**src/rtl/pov_macros.svh**
```systemverilog
`ifndef POV_MACROS_SVH
`define POV_MACROS_SVH

// Panel geometry. Drivers face each other in pairs and show the same pixel
`define POV_PAIRS 3
// LEDs on one driver, which is also the number of image rows
`define POV_LEDS 8
// Columns multiplexed onto each driver
`define POV_MUX 2
// One image row spans every pair and every column
`define POV_ROW_WORDS 6
`define POV_IMAGE_WORDS 48
`define POV_SLICES 2
`define POV_RAM_WORDS 96
// One column for every pair, over all rows
`define POV_BUF_WORDS 24

// Colour depth and plane count, which includes two zero padding planes
`define POV_COLOR_BITS 5
`define POV_PLANES 7
// Cycles the drivers need after a latch before new data can shift in
`define POV_BLANK 4

`endif

```
**src/rtl/pov_pkg.sv**
```systemverilog
`default_nettype none

`include "pov_macros.svh"

package pov_pkg;

    // 15-bit RGB, blue in bits 4:0, green in 9:5, red in 14:10
    typedef logic [3*`POV_COLOR_BITS-1:0] pixel_t;

    // Address into the slice RAM
    typedef logic [$clog2(`POV_RAM_WORDS)-1:0] ram_addr_t;

    // Index into one column buffer, wide enough to also count the fill pipeline
    typedef logic [$clog2(`POV_BUF_WORDS+1)-1:0] buf_idx_t;

    // One bit for every driver pair
    typedef logic [`POV_PAIRS-1:0] pair_word_t;

    // One serial pin for every driver
    typedef logic [2*`POV_PAIRS-1:0] drv_pins_t;

    typedef enum logic [1:0] {FB_IDLE, FB_PRIME, FB_STREAM} fb_state_t;

    typedef enum logic [1:0] {SH_RUN, SH_LATCH, SH_BLANK} sh_state_t;

endpackage

`default_nettype wire

```
**src/rtl/drv_stream_if.sv**
```systemverilog
`default_nettype none

// Bit-plane stream from the framebuffer to the driver shifter
interface drv_stream_if
    import pov_pkg::*;
();

    // One bit per driver pair
    pair_word_t word;
    logic valid;
    // High on the last word of a plane
    logic plane_end;
    // Low while the shifter latches and blanks
    logic ready;

    modport src (output word, output valid, output plane_end, input ready);

    modport snk (input word, input valid, input plane_end, output ready);

endinterface

`default_nettype wire

```
**src/rtl/driver_shifter.sv**
```systemverilog
`default_nettype none

`include "pov_macros.svh"

module driver_shifter
    import pov_pkg::*;
(
    input  logic       clk,
    input  logic       nrst,
    // Plane words from the framebuffer
    drv_stream_if.snk  rx,
    // Serial data for all drivers
    output drv_pins_t  sin,
    output logic       shift_en,
    output logic       lat
);

    localparam int BLANK_W = $clog2(`POV_BLANK);

    sh_state_t state;
    logic [BLANK_W-1:0] blank_cnt;
    logic xfer;

    assign xfer = rx.valid && rx.ready;

    // Words are only taken while no latch or blanking is pending
    assign rx.ready = (state == SH_RUN);

    // Both drivers of a pair face each other and get the same bit
    always_ff @(posedge clk) begin
        if (xfer) begin
            for (int p = 0; p < `POV_PAIRS; p++) begin
                sin[2*p] <= rx.word[p];
                sin[2*p+1] <= rx.word[p];
            end
        end
    end

    always_ff @(posedge clk or negedge nrst) begin
        if (!nrst) begin
            state <= SH_RUN;
            blank_cnt <= '0;
            shift_en <= 1'b0;
            lat <= 1'b0;
        end else begin
            // One shift pulse for each accepted word
            shift_en <= xfer;
            lat <= 1'b0;
            case (state)
                SH_RUN: begin
                    if (xfer && rx.plane_end) begin
                        state <= SH_LATCH;
                    end
                end
                SH_LATCH: begin
                    // The last bit of the plane shifts now, latch on the next cycle
                    lat <= 1'b1;
                    blank_cnt <= BLANK_W'(`POV_BLANK - 1);
                    state <= SH_BLANK;
                end
                default: begin
                    // Hold off new words until the drivers have settled
                    blank_cnt <= blank_cnt - 1'b1;
                    if (blank_cnt == '0) begin
                        state <= SH_RUN;
                    end
                end
            endcase
        end
    end

endmodule

`default_nettype wire

```
**src/rtl/framebuffer.sv**
```systemverilog
`default_nettype none

`include "pov_macros.svh"

module framebuffer
    import pov_pkg::*;
(
    input  logic       clk,
    input  logic       nrst,
    input  logic       stream_en,
    input  logic       position_sync,
    // Slice RAM read port
    output ram_addr_t  rd_addr,
    input  pixel_t     rd_data,
    // Plane words towards the shifter
    drv_stream_if.src  tx
);

    localparam int COL_W = $clog2(`POV_MUX);
    localparam int SLICE_W = $clog2(`POV_SLICES);
    // Planes below this one are the zero padding
    localparam logic [2:0] PAD_PLANES = 3'(`POV_PLANES - `POV_COLOR_BITS);
    // Colours go out blue, green, red
    localparam logic [1:0] C_BLUE = 2'd0;
    localparam logic [1:0] C_RED = 2'd2;

    // Wiring of the driver outputs to the image rows
    localparam logic [2:0] RG_MAP [`POV_LEDS] = '{
        3'd2, 3'd3, 3'd1, 3'd0, 3'd6, 3'd7, 3'd5, 3'd4
    };
    localparam logic [2:0] B_MAP [`POV_LEDS] = '{
        3'd0, 3'd1, 3'd4, 3'd5, 3'd2, 3'd3, 3'd6, 3'd7
    };

    fb_state_t state;
    logic [SLICE_W-1:0] slice_cnt;

    // Buffer b always holds column b, so the column counter also picks the half
    pixel_t col_buf [`POV_MUX][`POV_BUF_WORDS];

    // Fill side of the double buffer
    logic fill_busy;
    logic [COL_W-1:0] fill_col;
    buf_idx_t fill_cnt;
    buf_idx_t issue_idx;
    logic fill_done;
    logic fill_start;
    ram_addr_t slice_base;

    // Stream side counters
    logic [COL_W-1:0] col;
    logic [2:0] plane;
    logic [2:0] led;
    logic [1:0] color;
    logic xfer;
    logic [2:0] led_row;
    logic [3:0] bit_sel;
    pair_word_t word;

    assign xfer = tx.valid && tx.ready;

    // A new column fetch starts on a sync, and column 1 follows right after the prime
    assign fill_start = stream_en
        && ((state == FB_IDLE && position_sync) || (state == FB_PRIME && fill_done));
    // The last count only writes the final word from the RAM pipeline
    assign fill_done = fill_busy && (fill_cnt == buf_idx_t'(`POV_BUF_WORDS));

    // Stride-2 walk: entry row*3+pair sits at row*6+pair*2 in the slice
    assign slice_base = ram_addr_t'(slice_cnt) * ram_addr_t'(`POV_IMAGE_WORDS);
    assign issue_idx = (fill_cnt < buf_idx_t'(`POV_BUF_WORDS)) ? fill_cnt : '0;
    assign rd_addr = slice_base + ram_addr_t'(fill_col) + (ram_addr_t'(issue_idx) << 1);

    always_ff @(posedge clk or negedge nrst) begin
        if (!nrst) begin
            fill_busy <= 1'b0;
            fill_cnt <= '0;
            fill_col <= '0;
        end else if (!stream_en) begin
            fill_busy <= 1'b0;
            fill_cnt <= '0;
        end else if (fill_start) begin
            fill_busy <= 1'b1;
            fill_cnt <= '0;
            // The prime fetches column 0, the refill during streaming column 1
            fill_col <= COL_W'(state != FB_IDLE);
        end else if (fill_done) begin
            fill_busy <= 1'b0;
        end else if (fill_busy) begin
            fill_cnt <= fill_cnt + 1'b1;
        end
    end

    // rd_data lags the address by one cycle, so it lands one entry behind the count
    always_ff @(posedge clk) begin
        if (fill_busy && fill_cnt != '0) begin
            col_buf[fill_col][fill_cnt - 1'b1] <= rd_data;
        end
    end

    always_ff @(posedge clk or negedge nrst) begin
        if (!nrst) begin
            state <= FB_IDLE;
            slice_cnt <= '0;
            col <= '0;
            plane <= 3'(`POV_PLANES - 1);
            led <= 3'(`POV_LEDS - 1);
            color <= C_BLUE;
        end else if (!stream_en) begin
            state <= FB_IDLE;
        end else begin
            case (state)
                FB_IDLE: begin
                    // Every slice starts at column 0, plane 6, LED 7, blue
                    col <= '0;
                    plane <= 3'(`POV_PLANES - 1);
                    led <= 3'(`POV_LEDS - 1);
                    color <= C_BLUE;
                    if (position_sync) begin
                        state <= FB_PRIME;
                    end
                end
                FB_PRIME: begin
                    if (fill_done) begin
                        state <= FB_STREAM;
                    end
                end
                default: begin
                    if (xfer) begin
                        color <= color + 1'b1;
                        if (color == C_RED) begin
                            color <= C_BLUE;
                            led <= led - 1'b1;
                            if (led == '0) begin
                                led <= 3'(`POV_LEDS - 1);
                                plane <= plane - 1'b1;
                                if (plane == '0) begin
                                    // Column done, swap to the half filled meanwhile
                                    plane <= 3'(`POV_PLANES - 1);
                                    col <= col + 1'b1;
                                    if (col == COL_W'(`POV_MUX - 1)) begin
                                        col <= '0;
                                        state <= FB_IDLE;
                                        slice_cnt <= slice_cnt + 1'b1;
                                        if (slice_cnt == SLICE_W'(`POV_SLICES - 1)) begin
                                            slice_cnt <= '0;
                                        end
                                    end
                                end
                            end
                        end
                    end
                end
            endcase
        end
    end

    // Blue has its own wiring, green and red share one table
    assign led_row = (color == C_BLUE) ? B_MAP[led] : RG_MAP[led];
    // Colour field base plus the bit of this plane, MSB first
    assign bit_sel = 4'(color * `POV_COLOR_BITS) + 4'(plane - PAD_PLANES);

    always_comb begin
        word = '0;
        // Padding planes stay zero
        if (plane >= PAD_PLANES) begin
            for (int p = 0; p < `POV_PAIRS; p++) begin
                word[p] = col_buf[col][buf_idx_t'(p) + buf_idx_t'(`POV_PAIRS * led_row)][bit_sel];
            end
        end
    end

    // The counters only move on a transfer, so the word holds under back-pressure
    assign tx.word = word;
    assign tx.valid = (state == FB_STREAM);
    assign tx.plane_end = (led == '0) && (color == C_RED);

endmodule

`default_nettype wire

```
**src/rtl/pov_display_top.sv**
```systemverilog
`default_nettype none

module pov_display_top
    import pov_pkg::*;
(
    input  logic      clk,
    input  logic      nrst,
    // Host port into the slice RAM
    input  logic      wr_en,
    input  ram_addr_t wr_addr,
    input  pixel_t    wr_data,
    // Display control
    input  logic      stream_en,
    input  logic      position_sync,
    // LED driver pins
    output drv_pins_t sin,
    output logic      shift_en,
    output logic      lat
);

    ram_addr_t rd_addr;
    pixel_t rd_data;

    drv_stream_if stream_if ();

    slice_ram u_slice_ram (
        .clk     (clk),
        .wr_en   (wr_en),
        .wr_addr (wr_addr),
        .wr_data (wr_data),
        .rd_addr (rd_addr),
        .rd_data (rd_data)
    );

    // Reads one column at a time and turns it into plane words
    framebuffer u_framebuffer (
        .clk           (clk),
        .nrst          (nrst),
        .stream_en     (stream_en),
        .position_sync (position_sync),
        .rd_addr       (rd_addr),
        .rd_data       (rd_data),
        .tx            (stream_if.src)
    );

    driver_shifter u_driver_shifter (
        .clk      (clk),
        .nrst     (nrst),
        .rx       (stream_if.snk),
        .sin      (sin),
        .shift_en (shift_en),
        .lat      (lat)
    );

endmodule

`default_nettype wire

```
**src/rtl/slice_ram.sv**
```systemverilog
`default_nettype none

`include "pov_macros.svh"

module slice_ram
    import pov_pkg::*;
(
    input  logic      clk,
    // Host write port
    input  logic      wr_en,
    input  ram_addr_t wr_addr,
    input  pixel_t    wr_data,
    // Framebuffer read port
    input  ram_addr_t rd_addr,
    output pixel_t    rd_data
);

    // Holds every slice back to back, each slice laid out row by row
    pixel_t mem [`POV_RAM_WORDS];

    // The host writes one pixel per cycle
    always_ff @(posedge clk) begin
        if (wr_en) begin
            mem[wr_addr] <= wr_data;
        end
    end

    // Registered read, so the pixel comes back one cycle after its address
    always_ff @(posedge clk) begin
        rd_data <= mem[rd_addr];
    end

endmodule

`default_nettype wire

```
**config.mk**
```make
export PLATFORM = sky130hd
export DESIGN_NAME = pov_display_top
export DESIGN_NICKNAME = d
export VERILOG_FILES = /design/src/rtl/pov_pkg.sv /design/src/rtl/drv_stream_if.sv /design/src/rtl/driver_shifter.sv /design/src/rtl/framebuffer.sv /design/src/rtl/pov_display_top.sv /design/src/rtl/slice_ram.sv
export VERILOG_INCLUDE_DIRS = /design/src /design/src/rtl
export SDC_FILE = /design/constraint.sdc
export NUM_CORES = 2
export LEC_CHECK = 0
export BUFFER_PORTS_ARGS = -buffer_cell sky130_fd_sc_hd__buf_2
export CELL_PAD_IN_SITES_DETAIL_PLACEMENT = 2
export CELL_PAD_IN_SITES_GLOBAL_PLACEMENT = 2
export CORE_MARGIN = 2
export CORE_UTILIZATION = 40
export DETAILED_ROUTE_END_ITERATION = 8
export GPL_TIMING_DRIVEN = 1
export PLACE_DENSITY_LB_ADDON = 0.1
export SYNTH_ARGS = -nofsm -noshare
export SYNTH_HDL_FRONTEND = slang
export SYNTH_SLANG_ARGS = --single-unit
export TNS_END_PERCENT = 1
```
**constraint.sdc**
```tcl
create_clock -name clk -period 7.5 [get_ports clk]
set_input_delay 1.5 -clock clk [delete_from_list [all_inputs] [get_ports clk]]
set_output_delay 1.5 -clock clk [all_outputs]
set_load 0.005 [all_outputs]
```
==> metrics.yaml <==
outcome:
  outcome: "completed"
setup_path:
  crit_type: "flip-flop to flip-flop"
  cp_common_cell: "inv_1"
  slowest_stage: "o41ai_1"
  cp.required_ps: 8150
  cp.arrival_ps: 6610
  crit_path_end: "u_driver_shifter.sin[2]"
  end_kind: "flip-flop"
  crit_path_start: "u_framebuffer.color[0]"
  crit_chain: "inv_1 -> ha_1 -> mux2i_4 -> inv_8 -> ha_2 -> inv_1 -> fa_2 -> xnor2_4 -> buf_12 -> nor2_1 -> a32o_1 -> o41ai_1 -> a21oi_1 -> nand4_1 -> a41oi_1 -> nor4_1"
  r2r_end: "u_driver_shifter.sin[2]"
  rr_startpoint: "u_framebuffer.color[0]"
  startpoint_type: "flip-flop"
  max_stage_delay_ps: 670
  r2r_cells: 16
  crit_fanout: 51
  rrSetupSlack_ps: 1540
flow_run:
  cap_violations: 0
floorplanning:
  initial_utilization_pct: 40.2
  core_um2: 235000
  die-area_um2: 240000
  die_w_um: 490
  die_height_um: 490
  ioPinCount: 35
  row_count: 178
cts:
  post_cts_buffers: 0
  cts-root-buf: "clkbuf_16"
  path_clk_slew_ps: 70
  cts_tree: "built"
  post_cts_resized: 0
  ctsHoldBuffers: 0
  cts_buffer_depth: 3
  numCtsBuffers: 235
  cts_sinks: 2203
  worstSkewPairLatency_ps: 890
  htreeDepth: 4
timing:
  rsz0062_at_grt: "no"
  drv_slew: 0
  fmax_mhz: 168
  hold_viol: 0
  layout_min_cycle_time_ps: 5960
  fin_setup_tns_ps: 0
  period_share_pct: 79.5
  fin_skew_ps: 83.0
  setup_viol: 0
  max_slew.worst_pin.slew_ps: 1270
  relSlewSlack_pct: 15.0
synth:
  synthesis.area_um2: 94500
  yosysTopAreaCellShare_pct: 68.7
  synth_edf_count: 2163
  yosys-top-cells-area: "edfxtp_1 (69%), mux4_2 (13%), nand2_1 (4.6%), nand3_1 (2.0%), mux2i_1 (1.5%)"
  async_reset_ff_share_pct: 1.13
  ys_seq_area_share_pct: 69.7
  yosysWarnings: 0
  synth-seq-cells: 2203
  synth_largest_area_cell: "edfxtp_1"
  syn_inst: 5867
  syn_area_per_cell_um2: 16.1
  ys_types: 72
  syn_nets: 5923
  synthFlopType: "edfxtp_1"
grt:
  grt_max_degree: 113
  gr-usage-met2_pct: 47.1
  grt_overflow: 0
  grtUsageTotal_pct: 27.2
  grt.busiest_layer: "met2"
  grt_pass1_wl_um: 469000
  antenna_found_initial: 21
  grtUsageMet1_pct: 35.7
  grt_pass1_vias: 60597
  grt_use_met3_pct: 3.63
drt:
  vias_per_cell: 6.04
  vias: 56377
  drt_iter0_markers: 5559
  antenna_left: 0
  wl_per_cell_um: 35.4
  first_pass_iters: 6
  wirelength_um: 330000
  drc: 0
cells_and_area:
  layout_commonest_cell: "edfxtp_1"
  final_area_um2: 107000
  nNetsFinal: 6023
  multiInputGateArea_um2: 27200
  syn_to_final_growth_pct: 13.4
  layout-drive-gt1-share_pct: 20.9
  seqCellArea_um2: 65900
  final_cell_mix: "edfxtp_1 (2,163), nand2_1 (1,149), mux4_2 (562), nand3_1 (383), clkbuf_16 (237)"
  final-instance-count-excl-fill: 9328
  fillers: 21736
power:
  fin_total_pwr_w: 0.0301
  power_density_nw_per_um2: 281
  ir_drop_v: 0.000303
  leakage_nw: 34.5
place:
  place_hpwl_um: 207000
  io_buffer_count: 34
  placed_cell_area_um2: 99300
  place_congestion: 0.919
  placed_cells: 8880
min_path:
  hold_class: "flip-flop to flip-flop"
-- per-stage QoR --
stage | setup WS [ps] | utilization (%) | hold WS, ps
2_1_floorplan | 828 | - | 443
3_3_place_gp | 1850 | 42.3 | 458
3_5_place_dp | 1640 | 42.3 | 468
4_1_cts | 1590 | 45.6 | 477
5_1_grt | 1220 | 45.6 | 516
6_report | 1540 | 45.6 | 476
-- worst min path at each step --
stage | start | endpoint | cells past startpoint | slack [ps]
finish | u_driver_shifter.blank_cnt[0] | u_driver_shifter.blank_cnt[0] | 1 | 480
detailed placement | u_driver_shifter.blank_cnt[0] | u_driver_shifter.blank_cnt[0] | 1 | 470
global route | u_driver_shifter.blank_cnt[0] | u_driver_shifter.blank_cnt[0] | 1 | 520
CTS | u_driver_shifter.blank_cnt[0] | u_driver_shifter.blank_cnt[0] | 1 | 480
floorplan | u_driver_shifter.blank_cnt[0] | u_driver_shifter.blank_cnt[0] | 1 | 440
global placement | u_driver_shifter.blank_cnt[0] | u_driver_shifter.blank_cnt[0] | 1 | 460
-- per-layer routing --
metal	wire, um	share of wire (%)
met1	135000	41
met2	169000	51
met3	15800	4.8
met4	9600	2.9
met5	69	0.021
-- registers in the layout, indices dropped and copies added, names as in the netlist, 2 cells and up --
register,flops
u_slice_ram.mem,1440
u_framebuffer.col_buf,720
u_slice_ram.rd_data,15
u_framebuffer.fill_cnt,5
u_driver_shifter.sin,3
u_framebuffer.led,3
u_framebuffer.plane,3
u_driver_shifter.blank_cnt,2
u_driver_shifter.state,2
u_framebuffer.color,2
u_framebuffer.state,2
-- cell families (layout without fill, tap and decap cells) --
logic type,count (synthesis),in the layout,share of synthesized area (%)
fa+ha+maj,29,29,0.424
simple gates,2013,2013,9.18
xor+xnor,18,18,0.213
mux,715,715,15.1
other cells,0,3,0
compound gates,465,465,3.46
flops,2203,2203,69.7
buf+inv,424,732,1.94
-- final cells by class --
cell class	instances	share of cell area [%]
clock buffers	295	5.83
flip-flops and latches	2203	61.5
inverters	25	0.0958
multi-input cells	3240	25.4
repair buffers	262	2.03
clock inverters	150	1.45
well taps	3150	3.68
diodes	3	0.00701
-- power by group --
part	internal [W]	switching, W	total [W]
Clock	0.00670	0.00511	0.0118
Combinational	0.00160	0.00299	0.00460
Sequential	0.0136	0.000113	0.0137
Total	0.0219	0.00822	0.0301
-- Yosys cell counts, types with 4 or more instances --
cell       instances
nand2b_1          15
buf_6              4
a41oi_1            8
nand2_1         1152
clkbuf_1         227
a211oi_1          14
a32oi_1           22
a21oi_1           69
ha_1              24
dfrtp_1           20
and3_1           107
dfxtp_1           15
a31oi_1          118
or2_2              4
nor4_1            14
nor3_1            23
or3_1             12
o21ai_0           38
mux2i_1          143
mux2_2             8
dfstp_2            5
o221ai_1           6
inv_1             21
a311oi_1          97
edfxtp_1        2163
a2111oi_0         12
and2_1            12
o22ai_1           25
buf_2             95
nand4_1           40
o32ai_1            5
nand3_1          383
nor2b_1           27
xor2_1             4
fa_1               5
buf_1             48
mux4_2           562
a22oi_1            8
nor2_1           216
o211ai_1           8
buf_4             25
xnor2_1            9
-- critical path, delay by kind of cell (launching register included) --
kind / cells / cell delay [ps]
flops: 1 / 450
simple gates: 3 / 870
compound gates: 4 / 1330
mux: 1 / 390
fa+ha+maj: 3 / 1200
buf+inv: 4 / 840
xor+xnor: 1 / 550
(Power assumes the default switching activity.)
